**src/hdl/mem_fabric_config.svh**
```systemverilog
`ifndef MEM_FABRIC_CONFIG_SVH
`define MEM_FABRIC_CONFIG_SVH

// ==============================
// Message widths
// ==============================
`define MF_ADDR_WIDTH         32
`define MF_DATA_WIDTH         64
`define MF_DRAM_BASE          32'h8000_0000   // First external address
`define MF_DEV_OFFSET_WIDTH   20
`define MF_DEV_ID_WIDTH       4

// ==============================
// Local map
// ==============================
`define MF_CLINT_DEV          4'd1
`define MF_CFG_DEV            4'd2
`define MF_CACHE_DEV          4'd3            // Routed to external memory
`define MF_CFG_FREEZE_OFS     20'h0_0000
`define MF_CFG_SCRATCH_OFS    20'h0_0008
`define MF_CLINT_MSIP_OFS     20'h0_0000
`define MF_CLINT_MTIMECMP_OFS 20'h0_4000
`define MF_CLINT_MTIME_OFS    20'h0_BFF8

`endif

```
**src/hdl/mem_fabric_pkg.sv**
```systemverilog
`include "mem_fabric_config.svh"

package mem_fabric_pkg;

  typedef enum logic [0:0]
  {
    e_mem_rd = 1'b0,
    e_mem_wr = 1'b1
  } mem_opcode_e;

  // Flat view for range checks, local view for device decode
  typedef union packed
  {
    logic [`MF_ADDR_WIDTH-1:0] flat;
    struct packed
    {
      logic [`MF_ADDR_WIDTH-`MF_DEV_ID_WIDTH-`MF_DEV_OFFSET_WIDTH-1:0] upper;
      logic [`MF_DEV_ID_WIDTH-1:0]                                     dev_id;
      logic [`MF_DEV_OFFSET_WIDTH-1:0]                                 offset;
    } loc;
  } mem_addr_u;

  typedef struct packed
  {
    mem_opcode_e opcode;
    mem_addr_u   addr;
  } mem_hdr_s;

endpackage

```
**src/hdl/cfg_regs.sv**
```systemverilog
`timescale 1ns/1ps
`include "mem_fabric_config.svh"

module cfg_regs
  import mem_fabric_pkg::*;
(
  input  logic                      clk_i,
  input  logic                      reset_i,
  input  mem_hdr_s                  cmd_hdr_i,
  input  logic [`MF_DATA_WIDTH-1:0] cmd_data_i,
  input  logic                      cmd_v_i,
  output logic                      cmd_ready_o,
  output mem_hdr_s                  resp_hdr_o,
  output logic [`MF_DATA_WIDTH-1:0] resp_data_o,
  output logic                      resp_v_o,
  input  logic                      resp_yumi_i,
  output logic                      freeze_o
);

  logic                            freeze_r;
  logic [`MF_DATA_WIDTH-1:0]       scratch_r;
  logic                            resp_v_r;
  mem_hdr_s                        resp_hdr_r;
  logic [`MF_DATA_WIDTH-1:0]       resp_data_r;
  logic                            accept;
  logic                            is_wr;
  logic [`MF_DEV_OFFSET_WIDTH-1:0] ofs;
  logic [`MF_DATA_WIDTH-1:0]       rd_data;

  assign cmd_ready_o = ~resp_v_r;   // One response in flight
  assign accept      = cmd_v_i & ~resp_v_r;
  assign is_wr       = cmd_hdr_i.opcode == e_mem_wr;
  assign ofs         = cmd_hdr_i.addr.loc.offset;

  always_comb
  begin
    case (ofs)
      `MF_CFG_FREEZE_OFS:  rd_data = {{(`MF_DATA_WIDTH-1){1'b0}}, freeze_r};
      `MF_CFG_SCRATCH_OFS: rd_data = scratch_r;
      default:             rd_data = '0;
    endcase
  end

  always_ff @(posedge clk_i)
  begin
    if (reset_i)
    begin
      resp_v_r  <= 1'b0;
      freeze_r  <= 1'b1;   // Tile starts frozen
      scratch_r <= '0;
    end
    else
    begin
      resp_v_r <= (resp_v_r & ~resp_yumi_i) | accept;
      if (accept && is_wr && (ofs == `MF_CFG_FREEZE_OFS))
        freeze_r <= cmd_data_i[0];
      if (accept && is_wr && (ofs == `MF_CFG_SCRATCH_OFS))
        scratch_r <= cmd_data_i;
    end
  end

  always_ff @(posedge clk_i)
  begin
    if (accept)
    begin
      resp_hdr_r  <= cmd_hdr_i;
      resp_data_r <= is_wr ? '0 : rd_data;
    end
  end

  assign resp_v_o    = resp_v_r;
  assign resp_hdr_o  = resp_hdr_r;
  assign resp_data_o = resp_data_r;
  assign freeze_o    = freeze_r;

endmodule

```
**src/hdl/clint_slice.sv**
```systemverilog
`timescale 1ns/1ps
`include "mem_fabric_config.svh"

module clint_slice
  import mem_fabric_pkg::*;
(
  input  logic                      clk_i,
  input  logic                      reset_i,
  input  mem_hdr_s                  cmd_hdr_i,
  input  logic [`MF_DATA_WIDTH-1:0] cmd_data_i,
  input  logic                      cmd_v_i,
  output logic                      cmd_ready_o,
  output mem_hdr_s                  resp_hdr_o,
  output logic [`MF_DATA_WIDTH-1:0] resp_data_o,
  output logic                      resp_v_o,
  input  logic                      resp_yumi_i,
  output logic                      timer_irq_o,
  output logic                      software_irq_o
);

  logic [`MF_DATA_WIDTH-1:0]       mtime_r;
  logic [`MF_DATA_WIDTH-1:0]       mtimecmp_r;
  logic                            msip_r;
  logic                            resp_v_r;
  mem_hdr_s                        resp_hdr_r;
  logic [`MF_DATA_WIDTH-1:0]       resp_data_r;
  logic                            accept;
  logic                            wr_en;
  logic [`MF_DEV_OFFSET_WIDTH-1:0] ofs;
  logic [`MF_DATA_WIDTH-1:0]       rd_data;

  assign cmd_ready_o = ~resp_v_r;
  assign accept      = cmd_v_i & ~resp_v_r;
  assign wr_en       = accept & (cmd_hdr_i.opcode == e_mem_wr);
  assign ofs         = cmd_hdr_i.addr.loc.offset;

  always_comb
  begin
    case (ofs)
      `MF_CLINT_MSIP_OFS:     rd_data = {{(`MF_DATA_WIDTH-1){1'b0}}, msip_r};
      `MF_CLINT_MTIMECMP_OFS: rd_data = mtimecmp_r;
      `MF_CLINT_MTIME_OFS:    rd_data = mtime_r;
      default:                rd_data = '0;
    endcase
  end

  // ==============================
  // Timer and software interrupt state
  // ==============================
  always_ff @(posedge clk_i)
  begin
    if (reset_i)
    begin
      resp_v_r   <= 1'b0;
      mtime_r    <= '0;
      mtimecmp_r <= '1;   // No timer interrupt until programmed
      msip_r     <= 1'b0;
    end
    else
    begin
      resp_v_r <= (resp_v_r & ~resp_yumi_i) | accept;
      if (wr_en && (ofs == `MF_CLINT_MTIME_OFS))
        mtime_r <= cmd_data_i;
      else
        mtime_r <= mtime_r + 1'b1;   // Free-running tick
      if (wr_en && (ofs == `MF_CLINT_MTIMECMP_OFS))
        mtimecmp_r <= cmd_data_i;
      if (wr_en && (ofs == `MF_CLINT_MSIP_OFS))
        msip_r <= cmd_data_i[0];
    end
  end

  always_ff @(posedge clk_i)
  begin
    if (accept)
    begin
      resp_hdr_r  <= cmd_hdr_i;
      resp_data_r <= wr_en ? '0 : rd_data;
    end
  end

  assign resp_v_o       = resp_v_r;
  assign resp_hdr_o     = resp_hdr_r;
  assign resp_data_o    = resp_data_r;
  assign timer_irq_o    = mtime_r >= mtimecmp_r;
  assign software_irq_o = msip_r;

endmodule

```
**src/hdl/mem_cmd_demux.sv**
```systemverilog
`timescale 1ns/1ps
`include "mem_fabric_config.svh"

module mem_cmd_demux
  import mem_fabric_pkg::*;
(
  input  mem_hdr_s cmd_hdr_i,
  input  logic     cmd_v_i,
  output logic     ext_v_o,
  output logic     cfg_v_o,
  output logic     clint_v_o,
  output logic     loop_v_o
);

  logic                        is_local;
  logic [`MF_DEV_ID_WIDTH-1:0] dev_id;
  logic                        is_cfg;
  logic                        is_clint;
  logic                        is_ext;
  logic                        is_loop;

  assign is_local = cmd_hdr_i.addr.flat < `MF_DRAM_BASE;
  assign dev_id   = cmd_hdr_i.addr.loc.dev_id;

  // ==============================
  // Local map decode
  // ==============================
  assign is_cfg   = is_local & (dev_id == `MF_CFG_DEV);
  assign is_clint = is_local & (dev_id == `MF_CLINT_DEV);
  assign is_ext   = ~is_local | (dev_id == `MF_CACHE_DEV);   // Cache id goes out too
  assign is_loop  = is_local & ~is_cfg & ~is_clint & ~is_ext;

  assign ext_v_o   = cmd_v_i & is_ext;
  assign cfg_v_o   = cmd_v_i & is_cfg;
  assign clint_v_o = cmd_v_i & is_clint;
  assign loop_v_o  = cmd_v_i & is_loop;

endmodule

```
**src/hdl/mem_loopback.sv**
```systemverilog
`timescale 1ns/1ps
`include "mem_fabric_config.svh"

module mem_loopback
  import mem_fabric_pkg::*;
(
  input  logic                      clk_i,
  input  logic                      reset_i,
  input  mem_hdr_s                  cmd_hdr_i,
  input  logic [`MF_DATA_WIDTH-1:0] cmd_data_i,
  input  logic                      cmd_v_i,
  output logic                      cmd_ready_o,
  output mem_hdr_s                  resp_hdr_o,
  output logic [`MF_DATA_WIDTH-1:0] resp_data_o,
  output logic                      resp_v_o,
  input  logic                      resp_yumi_i
);

  logic     resp_v_r;
  mem_hdr_s resp_hdr_r;
  logic     accept;

  assign cmd_ready_o = ~resp_v_r;
  assign accept      = cmd_v_i & ~resp_v_r;

  always_ff @(posedge clk_i)
  begin
    if (reset_i)
      resp_v_r <= 1'b0;
    else
      resp_v_r <= (resp_v_r & ~resp_yumi_i) | accept;
  end

  always_ff @(posedge clk_i)
  begin
    if (accept)
      resp_hdr_r <= cmd_hdr_i;   // Write data is dropped
  end

  assign resp_v_o    = resp_v_r;
  assign resp_hdr_o  = resp_hdr_r;
  assign resp_data_o = '0;   // Unmapped space reads as zero

endmodule

```
**src/hdl/mem_resp_arbiter.sv**
```systemverilog
`timescale 1ns/1ps
`include "mem_fabric_config.svh"

module mem_resp_arbiter
  import mem_fabric_pkg::*;
(
  input  logic                          clk_i,
  input  logic                          reset_i,
  input  mem_hdr_s [3:0]                resp_hdr_i,
  input  logic [3:0][`MF_DATA_WIDTH-1:0] resp_data_i,
  input  logic [3:0]                    resp_v_i,
  output logic [3:0]                    resp_yumi_o,
  output mem_hdr_s                      out_hdr_o,
  output logic [`MF_DATA_WIDTH-1:0]     out_data_o,
  output logic                          out_v_o,
  input  logic                          out_yumi_i
);

  mem_hdr_s                  fifo_hdr_r  [2];
  logic [`MF_DATA_WIDTH-1:0] fifo_data_r [2];
  logic                      wr_ptr_r;
  logic                      rd_ptr_r;
  logic [1:0]                count_r;
  logic                      fifo_free;
  logic [3:0]                grant;
  mem_hdr_s                  sel_hdr;
  logic [`MF_DATA_WIDTH-1:0] sel_data;
  logic                      push;
  logic                      pop;

  assign fifo_free = count_r != 2'd2;

  // ==============================
  // Fixed-priority grant
  // ==============================
  always_comb
  begin
    grant = '0;
    for (int i = 0; i < 4; i++)
    begin
      if (resp_v_i[i] && (grant == '0) && fifo_free)
        grant[i] = 1'b1;   // Lowest index wins
    end
  end

  always_comb
  begin
    sel_hdr  = resp_hdr_i[0];
    sel_data = resp_data_i[0];
    for (int i = 1; i < 4; i++)
    begin
      if (grant[i])
      begin
        sel_hdr  = resp_hdr_i[i];
        sel_data = resp_data_i[i];
      end
    end
  end

  assign resp_yumi_o = grant;
  assign push        = |grant;
  assign pop         = out_yumi_i;

  // ==============================
  // Two-entry FIFO
  // ==============================
  always_ff @(posedge clk_i)
  begin
    if (reset_i)
    begin
      wr_ptr_r <= 1'b0;
      rd_ptr_r <= 1'b0;
      count_r  <= 2'd0;
    end
    else
    begin
      if (push)
        wr_ptr_r <= ~wr_ptr_r;
      if (pop)
        rd_ptr_r <= ~rd_ptr_r;
      count_r <= count_r + {1'b0, push} - {1'b0, pop};
    end
  end

  always_ff @(posedge clk_i)
  begin
    if (push)
    begin
      fifo_hdr_r[wr_ptr_r]  <= sel_hdr;
      fifo_data_r[wr_ptr_r] <= sel_data;
    end
  end

  assign out_v_o    = count_r != 2'd0;
  assign out_hdr_o  = fifo_hdr_r[rd_ptr_r];
  assign out_data_o = fifo_data_r[rd_ptr_r];

endmodule

```
**src/hdl/tile_mem_fabric.sv**
```systemverilog
`timescale 1ns/1ps
`include "mem_fabric_config.svh"

module tile_mem_fabric
  import mem_fabric_pkg::*;
(
  input  logic                      clk_i,
  input  logic                      reset_i,
  input  mem_hdr_s                  mem_cmd_hdr_i,
  input  logic [`MF_DATA_WIDTH-1:0] mem_cmd_data_i,
  input  logic                      mem_cmd_v_i,
  output logic                      mem_cmd_ready_o,
  output mem_hdr_s                  mem_resp_hdr_o,
  output logic [`MF_DATA_WIDTH-1:0] mem_resp_data_o,
  output logic                      mem_resp_v_o,
  input  logic                      mem_resp_yumi_i,
  output mem_hdr_s                  ext_cmd_hdr_o,
  output logic [`MF_DATA_WIDTH-1:0] ext_cmd_data_o,
  output logic                      ext_cmd_v_o,
  input  logic                      ext_cmd_ready_i,
  input  mem_hdr_s                  ext_resp_hdr_i,
  input  logic [`MF_DATA_WIDTH-1:0] ext_resp_data_i,
  input  logic                      ext_resp_v_i,
  output logic                      ext_resp_yumi_o,
  output logic                      freeze_o,
  output logic                      timer_irq_o,
  output logic                      software_irq_o
);

  logic                      cfg_v, clint_v, loop_v;
  logic                      cfg_ready, clint_ready, loop_ready;
  mem_hdr_s                  cfg_hdr, clint_hdr, loop_hdr;
  logic [`MF_DATA_WIDTH-1:0] cfg_data, clint_data, loop_data;
  logic                      cfg_resp_v, clint_resp_v, loop_resp_v;
  logic                      cfg_yumi, clint_yumi, loop_yumi;

  // ==============================
  // Command steering
  // ==============================
  mem_cmd_demux demux
    (.cmd_hdr_i(mem_cmd_hdr_i), .cmd_v_i(mem_cmd_v_i), .ext_v_o(ext_cmd_v_o)
     ,.cfg_v_o(cfg_v), .clint_v_o(clint_v), .loop_v_o(loop_v));

  assign mem_cmd_ready_o = &{ext_cmd_ready_i, cfg_ready, clint_ready, loop_ready};
  assign ext_cmd_hdr_o   = mem_cmd_hdr_i;
  assign ext_cmd_data_o  = mem_cmd_data_i;

  cfg_regs cfg
    (.clk_i(clk_i), .reset_i(reset_i)
     ,.cmd_hdr_i(mem_cmd_hdr_i), .cmd_data_i(mem_cmd_data_i), .cmd_v_i(cfg_v)
     ,.cmd_ready_o(cfg_ready), .resp_hdr_o(cfg_hdr), .resp_data_o(cfg_data)
     ,.resp_v_o(cfg_resp_v), .resp_yumi_i(cfg_yumi), .freeze_o(freeze_o));

  clint_slice clint
    (.clk_i(clk_i), .reset_i(reset_i)
     ,.cmd_hdr_i(mem_cmd_hdr_i), .cmd_data_i(mem_cmd_data_i), .cmd_v_i(clint_v)
     ,.cmd_ready_o(clint_ready), .resp_hdr_o(clint_hdr), .resp_data_o(clint_data)
     ,.resp_v_o(clint_resp_v), .resp_yumi_i(clint_yumi)
     ,.timer_irq_o(timer_irq_o), .software_irq_o(software_irq_o));

  mem_loopback loopback
    (.clk_i(clk_i), .reset_i(reset_i)
     ,.cmd_hdr_i(mem_cmd_hdr_i), .cmd_data_i(mem_cmd_data_i), .cmd_v_i(loop_v)
     ,.cmd_ready_o(loop_ready), .resp_hdr_o(loop_hdr), .resp_data_o(loop_data)
     ,.resp_v_o(loop_resp_v), .resp_yumi_i(loop_yumi));

  // Requester 0 is the external port
  mem_resp_arbiter resp_arb
    (.clk_i(clk_i), .reset_i(reset_i)
     ,.resp_hdr_i({loop_hdr, clint_hdr, cfg_hdr, ext_resp_hdr_i})
     ,.resp_data_i({loop_data, clint_data, cfg_data, ext_resp_data_i})
     ,.resp_v_i({loop_resp_v, clint_resp_v, cfg_resp_v, ext_resp_v_i})
     ,.resp_yumi_o({loop_yumi, clint_yumi, cfg_yumi, ext_resp_yumi_o})
     ,.out_hdr_o(mem_resp_hdr_o), .out_data_o(mem_resp_data_o)
     ,.out_v_o(mem_resp_v_o), .out_yumi_i(mem_resp_yumi_i));

endmodule

```
**config.mk**
```make
export PLATFORM = sky130hd
export DESIGN_NAME = tile_mem_fabric
export DESIGN_NICKNAME = d
export VERILOG_FILES = /design/src/hdl/mem_fabric_pkg.sv /design/src/hdl/cfg_regs.sv /design/src/hdl/clint_slice.sv /design/src/hdl/mem_cmd_demux.sv /design/src/hdl/mem_loopback.sv /design/src/hdl/mem_resp_arbiter.sv /design/src/hdl/tile_mem_fabric.sv
export VERILOG_INCLUDE_DIRS = /design/src /design/src/hdl
export SDC_FILE = /design/constraint.sdc
export NUM_CORES = 1
export LEC_CHECK = 0
export ABC_AREA = 1
export CORE_UTILIZATION = 58
export CTS_CLUSTER_DIAMETER = 150
export DETAILED_ROUTE_END_ITERATION = 10
export DONT_BUFFER_PORTS = 1
export PLACE_DENSITY_LB_ADDON = 0.15
export SYNTH_ARGS = -nofsm -noshare
export SYNTH_HDL_FRONTEND = slang
export SYNTH_HIERARCHICAL = 1
export SYNTH_SLANG_ARGS = --single-unit
```
**constraint.sdc**
```tcl
create_clock -name clk_i -period 5.75 [get_ports clk_i]
set_input_delay 0.575 -clock clk_i [delete_from_list [all_inputs] [get_ports clk_i]]
set_output_delay 0.575 -clock clk_i [all_outputs]
set_load 0.05 [all_outputs]
```
* Yosys cells after proc, flatten, opt, wreduce, memory -nomap -nowiden
Memories as Yosys holds them, arrays and structs flattened. A register that Yosys moved wholly into a read port is not among the register bits. Cells that the tools add are included.
Word-level totals: flip-flop bits (word level) 428, RAM bits 194, input bits 200, output and inout port bits 201, logic and storage cells 104, memories 2
Cells by class: add/subtract/negate cells 3, magnitude comparators 2, equality and inequality tests 7, mux-type cells 19, bitwise operators 33, reductions and logical operators 19
Memories:
- resp_arb.fifo_data_r | words 2, width 64, rd ports 1, clocked after Yosys merged registers in 1, wr ports 1, RTL line mem_resp_arbiter.sv:20 | logic [`MF_DATA_WIDTH-1:0] fifo_data_r [2];
- resp_arb.fifo_hdr_r | words 2, width 33, rd ports 1, clocked after Yosys merged registers in 1, wr ports 1, RTL line mem_resp_arbiter.sv:19 | mem_hdr_s fifo_hdr_r [2];
Operators with widths (number):
- $mux 64 | 4
- $pmux 64 s3 | 1
- $pmux 64 s2 | 1
- $mux 33 | 3
- $add 64x1->64 const B | 1
- $ge 64x64->1 | 1
- $lt 32x32->1 const B | 1
- $eq 20x15->1 const B | 1
- $eq 20x16->1 const B | 1
- $eq 20x4->1 const B | 1
- $logic_not 20->1 | 1
- $and 1x1->1 | 16
- $logic_and 1x1->1 | 13
- $not 1->1 | 13
- $mux 1 | 10
- $eq 4x2->1 const B | 2
- $eq 4x1->1 const B | 1
- $or 1x1->1 | 4
- $reduce_and 4->1 | 1
- $reduce_or 4->1 | 1
- $logic_not 3->1 | 1
- $add 2x1->2 | 1
- $logic_not 2->1 | 1
- $ne 2x2->1 const B | 1
- other kinds (2) | 2

* Longest topological paths before layout
Gate-level depths: netlist of the first run.
depth after elaboration 18, gate-level depth with buffers 15, mapped depth without buffers 15

* Hierarchy
Netlist of the first run, hierarchy kept.
By module, submodules not included:
- clint_slice | instances 1, cells an instance 1610, area each 12440.7 um^2, sequential area each 5515.3 um^2
- mem_resp_arbiter | instances 1, cells an instance 1292, area each 11424.7 um^2, sequential area each 5925.7 um^2
- cfg_regs | instances 1, cells an instance 620, area each 6127.1 um^2, sequential area each 4234.1 um^2
- mem_loopback | instances 1, cells an instance 105, area each 1525.2 um^2, sequential area each 1011.0 um^2
- tile_mem_fabric | instances 1, cells an instance 100, area each 739.5 um^2, sequential area each 0.0 um^2
- mem_cmd_demux | instances 1, cells an instance 18, area each 100.1 um^2, sequential area each 0.0 um^2

* Least setup slack after synthesis of the first run
Ideal clock, no wire load.
kind in2reg, from input mem_cmd_hdr_i[23] in the netlist's numbering, to register cfg.resp_data_r[0] (netlist: cfg/resp_data_o[0]) (enable), setup time 557 ps, data arrival time 5016 ps, required time 5193 ps, path slack 177 ps, stages on the path 5, buffers on the path 0, cells stage by stage nor2_4 > nand2_2 > nor3_2 > inv_1 > nor2_1
On the way: longest elaborated chain between the ends 4, elaborated cells between the ends (all ways) 5, classes of those cells order compare: 1; eq/ne: 1; bitwise: 3
Ends and longest elaborated chain:
- start, declared | RTL line tile_mem_fabric.sv:9 | input mem_hdr_s mem_cmd_hdr_i,
- $lt 32x32->1 (no line) / $eq 4x2->1 (equally long branches)
- $and 1x1->1 * | RTL line mem_cmd_demux.sv:28 | assign is_cfg = is_local & (dev_id == `MF_CFG_DEV);
- $and 1x1->1 * | RTL line mem_cmd_demux.sv:34 | assign cfg_v_o = cmd_v_i & is_cfg;
- via cfg_v | RTL line tile_mem_fabric.sv:30 | logic cfg_v, clint_v, loop_v;
- $and 1x1->1 * | RTL line cfg_regs.sv:31 | assign accept = cmd_v_i & ~resp_v_r;
- via cfg.accept | RTL line cfg_regs.sv:25 | logic accept;
- end signal, assigned | RTL line cfg_regs.sv:67 | resp_data_r <= is_wr ? '0 : rd_data;
- end, declared | RTL line cfg_regs.sv:24 | logic [`MF_DATA_WIDTH-1:0] resp_data_r;
Mark *: on every way through the listed nets, which the timed path passes. The rest lies on a longest branch. A chain may end at the register's enable or synchronous reset.

==> results of run 1 <==
## worst register-to-register path, cell delays in order, from the launching register on
cell	delay, ps
dfxtp_1	370
inv_2	70
nand2_4	590
o21ai_2	270
nand3_4	460
clkinv_2	880
buf_4	630
nand2_1	170
nand2_1	80
## cells by family after synthesis
group | after synthesis | share of synthesized area
mux | 97 | 0.0338
xor+xnor | 34 | 0.00920
compound gates | 249 | 0.0452
other cells | 1 | 0.000116
fa+ha+maj | 66 | 0.0255
flops | 623 | 0.516
buf+inv | 734 | 0.111
simple gates | 1941 | 0.259
## state kept, by name (all words and copies together) (netlist names), 2 cells and up, named ones only
register / flops
cfg/resp_data_o: 64
cfg/resp_hdr_o: 33
cfg/scratch_r: 64
clint/mtime_r: 64
clint/mtimecmp_r: 64
clint/resp_data_o: 64
clint/resp_hdr_o: 33
loopback/resp_hdr_o: 33
resp_arb/count_r: 2
resp_arb/fifo_data_r: 128
resp_arb/fifo_hdr_r: 66
## worst min path at each step
stage	depth (start not counted)	slack [ps]	to	start
global placement	2	490	flop	resp_arb/rd_ptr_r
detailed placement	4	510	cfg/scratch_r[25]	cfg/scratch_r[25]
global route	1	20	flop	reset_i
finish	1	30	flop	reset_i
floorplan	2	470	clint/mtimecmp_r[0]	clint/mtimecmp_r[0]
CTS	1	7	flop	reset_i
## through the flow
stage | worst slack (ps) | cell area [um^2] | instances | power [mW]
3_5_place_dp | 2020 | 31700 | 4245 | 6.63
6_report | 1980 | 33900 | 4370 | 10.9
2_1_floorplan | 177 | 32600 | 3808 | 6.61
5_1_grt | 1790 | 33900 | 4370 | 11.2
4_1_cts | 2040 | 33900 | 4369 | 10.9
3_3_place_gp | 2110 | 31700 | 4245 | 6.59
## area by class of cell
| class | instances | area, um^2 |
|---|---|---|
| tap | 748 | 936 |
| timing repair buffer | 24 | 180 |
| clock inverter | 33 | 277 |
| sequential | 623 | 16700 |
| antenna | 1 | 2.50 |
| multi-input combinational | 2451 | 12300 |
| fill | 4824 | 21200 |
| inverter | 399 | 1510 |
| clock buffer | 91 | 1920 |
## placed cells by master (no fill, tap or decap), types with 65 or more instances in the layout
master,n
nand2_1,1015
nor2_1,440
edfxtp_1,421
inv_1,383
dfxtp_1,201
nand3_1,197
a21oi_1,107
nand3b_1,99
mux2_2,97
nor3_1,89
clkbuf_16,71
ha_1,66
o211ai_1,65
## layer usage
metal,vias up,share of wire,track usage
li1,11618,-,-
met1,11499,0.43,0.432
met2,965,0.47,0.511
met3,124,0.085,0.0659
met4,2,0.021,0.0892
met5,-,0.00014,0
## power groups by stage
| stage | sequential (mW) | clock [mW] | combinational, mW |
|---|---|---|---|
| after floorplan | 5.25 | 0 | 1.36 |
| after global placement | 5.26 | 0 | 1.34 |
| after detailed placement | 5.27 | 0 | 1.35 |
| after CTS | 5.18 | 4.38 | 1.36 |
| after global routing | 5.20 | 4.56 | 1.43 |
| final | 5.18 | 4.33 | 1.36 |
==> flow_metrics.tcl, run 1 <==
set metrics [dict create \
    synth_top_area_share 0.391 \
    overflow 0 \
    report.final.hold_viol_count 0 \
    crit_top_cell "nand2_1" \
    cts_tree "yes" \
    maxCapViolCount 0 \
    fin_hold_ws_ps 32.6 \
    globalplace.congestion 0.941 \
    yosys-top-cells-area "edfxtp_1 39%, dfxtp_1 12%, nand2_1 12%" \
    outcome "finished clean" \
    grt_pass1_vias 23027 \
    yosysWarnings 6 \
    synthDistinctLibCells 42 \
    maxSlewHeadroom 0.159 \
    yosys_register_bits 623 \
    ant_nets 0 \
    pwr-share-comb 0.125 \
    firstDrtPassIters 10 \
    post_cts_buffers 0 \
    cellLeakagePower_nw 14.6 \
    p_seq_frac 0.476 \
    drt_iter0_drc 2262 \
    startpoint "resp_arb/count_r[0]" \
    grt_pass1_wl_mm 137 \
    cp_top_family "buffers and inverters" \
    start_util 0.587 \
    grt_use_total 0.317 \
    async_flop_share 0 \
    syn2layout_area_growth_pct 4.64 \
    die_area_um2 56700 \
    yosysSeqAreaShare 0.516 \
    port_buffers 0 \
    r2r_slack_ps 1980 \
    netSwitchingPower_mw 3.02 \
    core_um2 55100 \
    ff2ff_path_depth 8 \
    crit_required_ps 6100 \
    power_density_nw_per_um2 321 \
    cts.path.max_buffers 3 \
    synth_area_um2 32400 \
    fin_util 0.615 \
    slew_violations 0 \
    die_h_um 238 \
    cpMaxStageDelayCell "clkinv_2" \
    hold_class "input port to flop" \
    viasPerCell 5.54 \
    cp_cell_sequence "inv_2 > nand2_4 > o21ai_2 > nand3_4 > clkinv_2 > buf_4 > nand2_1 > nand2_1" \
    finalCritPeriodShare 0.655 \
    path_buf_inv 3 \
    dieWidth_um 238 \
    avgSynthCellArea_um2 8.64 \
    synth_most_common_cell "nand2_1" \
    drc 0 \
    num_rows 86 \
    arrival_ps 4110 \
    synth_ff_type "edfxtp_1" \
    pwr-share-clk 0.398 \
    cts-resized-gates 0 \
    crit_cells 8 \
    ctsRootBufferMaster "clkbuf_16" \
    htree_levels 3 \
    reg2reg_from "resp_arb/count_r[0]" \
    layout-drive-gt1-share 0.0831 \
    wl_mm 90.1 \
    p_int_mw 7.85 \
    cts_sinks 623 \
    path_clk_slew_ps 60 \
    synthTopCellsByCount "1015 x nand2_1, 441 x nor2_1, 421 x edfxtp_1" \
    synth_edf_count 421 \
    max_freq_ghz 0.265 \
    fin_skew_ps 22.0 \
    io_pins 401 \
    irDropWorstVdd_v 0.000262 \
    fin_crit_ps 3770 \
    numCtsBuffers 68 \
    antenna_found_initial 5 \
    nets 3833 \
    grt_setup_unrepaired "false" \
    hpwl_mm 62.0 \
    yosysTopAreaCell "edfxtp_1" \
    worst_pin_slew_ps 1260 \
    cp-end-kind "flop" \
    synth_cells 3745 \
    grt_max_degree 98 \
    setup_viol 0 \
    worstSetupEndpoint "resp_arb/fifo_hdr_r[1][28]" \
    start_kind "flop" \
    postCtsHoldBufs 0 \
    timing.rr.end "resp_arb/fifo_hdr_r[1][28]" \
    critPathMaxStageDelay_ps 850 \
    path_class "flop to flop" \
    dr_total_vias 24208 \
    tns_ps 0 \
    swShare 0.278 \
    drt-wirelength-per-cell_um 20.6 \
    critPathMaxFanout 59 \
    clock_latency_ps 610 \
]
Note: power is estimated with default switching activity, not from simulation.
==> run 2, diff against run 1 <==
- ABC_AREA: 1 -> 0
- clock period: 5.75 -> 3.4 ns (I/O delays scaled with it)
==> run 2 against run 1 <==
  * Utilization is 4.5 points higher
  * Clock skew is 2.5 ps lower
  * Non-clock buffer count is 168 higher
  * Power is 76% higher
  * Flip-flop and latch count stayed put
  * Critical path depth is 1 higher
  * First-iteration DRC count is 24% lower
  * Count of clock-buffer cells in the layout is 1 higher
==> flow_metrics.tcl, run 2 <==
set metrics [dict create \
    nets 2855 \
    synthTopCellsByCount "421 x edfxtp_1, 223 x nor2_1, 202 x dfxtp_1" \
    synth_cells 2614 \
    swShare 0.284 \
    largestRegisters "resp_arb/fifo_data_r: 128 flops, resp_arb/fifo_hdr_r: 66 flops" \
    num_rows 82 \
    ant_nets 0 \
    clock_latency_ps 600 \
    setup_viol 0 \
    port_buffers 0 \
    netSwitchingPower_mw 5.45 \
    largest_reg_flops 128 \
    synth_edf_count 421 \
    async_flop_share 0 \
    drt-wirelength-per-cell_um 24.0 \
    hpwl_mm 47.8 \
    p_int_mw 13.7 \
    regMostFlops "resp_arb/fifo_data_r" \
    yosys-top-cells-area "edfxtp_1 42%, dfxtp_1 13%, buf_4 4.2%" \
    cts.path.max_buffers 3 \
    ctsRootBufferMaster "clkbuf_16" \
    cpMaxStageDelayCell "or4_4" \
    crit_required_ps 3060 \
    drt_iter0_drc 1724 \
    finalCritPeriodShare 0.982 \
    nFillCells 3805 \
    placed_area_um2 29600 \
    fin_total_pwr_mw 19.2 \
    use_met2 0.506 \
    fin_skew_ps 19.5 \
    die_area_um2 52600 \
    yosysWarnings 6 \
    grt_pass1_vias 21047 \
    cts_sinks 623 \
    grt_use_total 0.300 \
    synth_ff_type "edfxtp_1" \
    met1_usage 0.380 \
    place_inst 3042 \
    hold_class "input port to flop" \
    tns_ps 0 \
    slew_violations 0 \
    grt_pass1_wl_mm 122 \
    synth_most_common_cell "edfxtp_1" \
    irDropWorstVdd_v 0.000407 \
    busiest_layer "met2" \
    maxSlewHeadroom 0.267 \
    yosysTopAreaCell "edfxtp_1" \
    report.final.hold_viol_count 0 \
    final_cell_mix "421 x edfxtp_1, 222 x nor2_1, 193 x dfxtp_1, 184 x a21oi_1, 145 x dlygate4sd3_1" \
    htree_levels 3 \
    drc 0 \
    pwr-share-clk 0.373 \
    wl_mm 79.7 \
    fin_hold_ws_ps 79.9 \
    critPathMaxFanout 6 \
    synthMuxAreaShare 0.0375 \
    synth_top_family_by_area "compound AO/OA/AOI/OAI gates" \
    pwr-share-comb 0.157 \
    globalplace.congestion 0.866 \
    yosys_register_bits 623 \
    p_seq_frac 0.469 \
    cts_tree "yes" \
    path_clk_slew_ps 60 \
    arrival_ps 3000 \
    syn2layout_area_growth_pct 11.2 \
    yosys.area_share.adder 0.0275 \
    final_cell_area_um2 33300 \
    synth-xor-area-share 0.0196 \
    overflow 0 \
    avgSynthCellArea_um2 11.5 \
    cp_cell_sequence "ha_4 > and2_4 > a221o_1 > a22o_1 > or4_4 > a211oi_2 > buf_4 > o31ai_4 > buf_6" \
    firstDrtPassIters 5 \
    synthDistinctLibCells 66 \
    worst_pin_slew_ps 1100 \
    layout-drive-gt1-share 0.118 \
    path_buf_inv 2 \
    outcome "finished clean" \
    dr_total_vias 20998 \
    synth_area_um2 30000 \
    antenna_found_initial 14 \
    yosys.area_share.simple 0.0976 \
    place_ws_ps 443 \
    critPathMaxStageDelay_ps 470 \
    io_pins 401 \
    max_freq_ghz 0.300 \
    final_common_cell "edfxtp_1" \
    fin_crit_ps 3340 \
    synth-compound-area-share 0.183 \
    fin_util 0.659 \
    start_kind "flop" \
    use_met3 0.0667 \
    core_um2 50600 \
    start_util 0.593 \
    dieWidth_um 229 \
    cp-end-kind "output port" \
    viasPerCell 6.31 \
    cp_top_family "compound AO/OA/AOI/OAI gates" \
    yosysSeqAreaShare 0.557 \
    power_density_nw_per_um2 575 \
    synth_top_area_share 0.422 \
    final_cells 3326 \
    grt_max_degree 152 \
    die_h_um 229 \
    path_class "flop to output port" \
    numCtsBuffers 66 \
    maxCapViolCount 0 \
    setup_ws_ps 62.4 \
    cellLeakagePower_nw 11.7 \
]
## run 2: cell count changes after synthesis, moves of 99 or more
| cell | change |
|---|---|
| a22o_1 | +102 |
| nand2_1 | -966 |
| nand3b_1 | -99 |
| nor2_1 | -218 |
| inv_1 | -308 |
| nand3_1 | -109 |
## run 2: cell type report
type / count / area [um^2] / area share
Antenna cell: 13 / 32.5 / 0.000975
Tap cell: 672 / 841 / 0.0252
Multi-Input combinational cell: 1626 / 11400 / 0.340
Clock inverter: 28 / 251 / 0.00754
Timing Repair Buffer: 192 / 1980 / 0.0593
Inverter: 80 / 303 / 0.00908
Clock buffer: 92 / 1890 / 0.0565
Sequential cell: 623 / 16700 / 0.501
## run 2: per-layer routing
layer | routed length [um] | part of all wire
met1 | 32200 | 0.40
met4 | 1970 | 0.025
met2 | 38700 | 0.49
met3 | 6690 | 0.084
met5 | 57 | 0.00072
## run 2: cells by family after synthesis
group	count (synthesis)
AOI/OAI and AO/OA	769
DFF	623
and+or+nand+nor	560
buffers and inverters	428
muxes	100
xor gates and xnor gates	67
adders and majority gates	66
other	1
## run 2: power groups by stage
stage | registers [mW] | logic (mW) | clock network, mW
after floorplan | 9.13 | 2.76 | 0
after global placement | 9.13 | 2.78 | 0
after detailed placement | 9.16 | 2.82 | 0
after CTS | 9.00 | 3.02 | 7.24
after global routing | 9.05 | 3.12 | 7.53
final | 9.00 | 3.02 | 7.16
## run 2: worst paths after layout
check | startpoint | end | slack (ps) | cells after the start
worst max register to register | cfg/resp_v_o | resp_arb/fifo_data_r[1][32] | 570 | 4
worst min-delay path | ext_resp_data_i[8] | resp_arb/fifo_data_r[0][8] | 80 | 2
worst min register to register | cfg/scratch_r[26] | cfg/scratch_r[26] | 470 | 2
worst max-delay path | clint/mtime_r[27] | timer_irq_o | 60 | 9
## run 2: what timing repair did
| action | in CTS | in global routing |
|---|---|---|
| cloned | 0 | 0 |
| hold buffers | 146 | 0 |
| setup endpoints to repair | 1 | 1 |
| pin swaps | 2 | 5 |
| setup buffers | 0 | 5 |
| gates resized for setup | 8 | 13 |
| endpoints found under the hold margin | 302 | 0 |
## run 2: worst register-to-register path, cell delays in order (launching register included)
cell	delay, ps
dfxtp_4	630
nor4_1	230
nor2_1	270
and2_4	860
buf_4	490
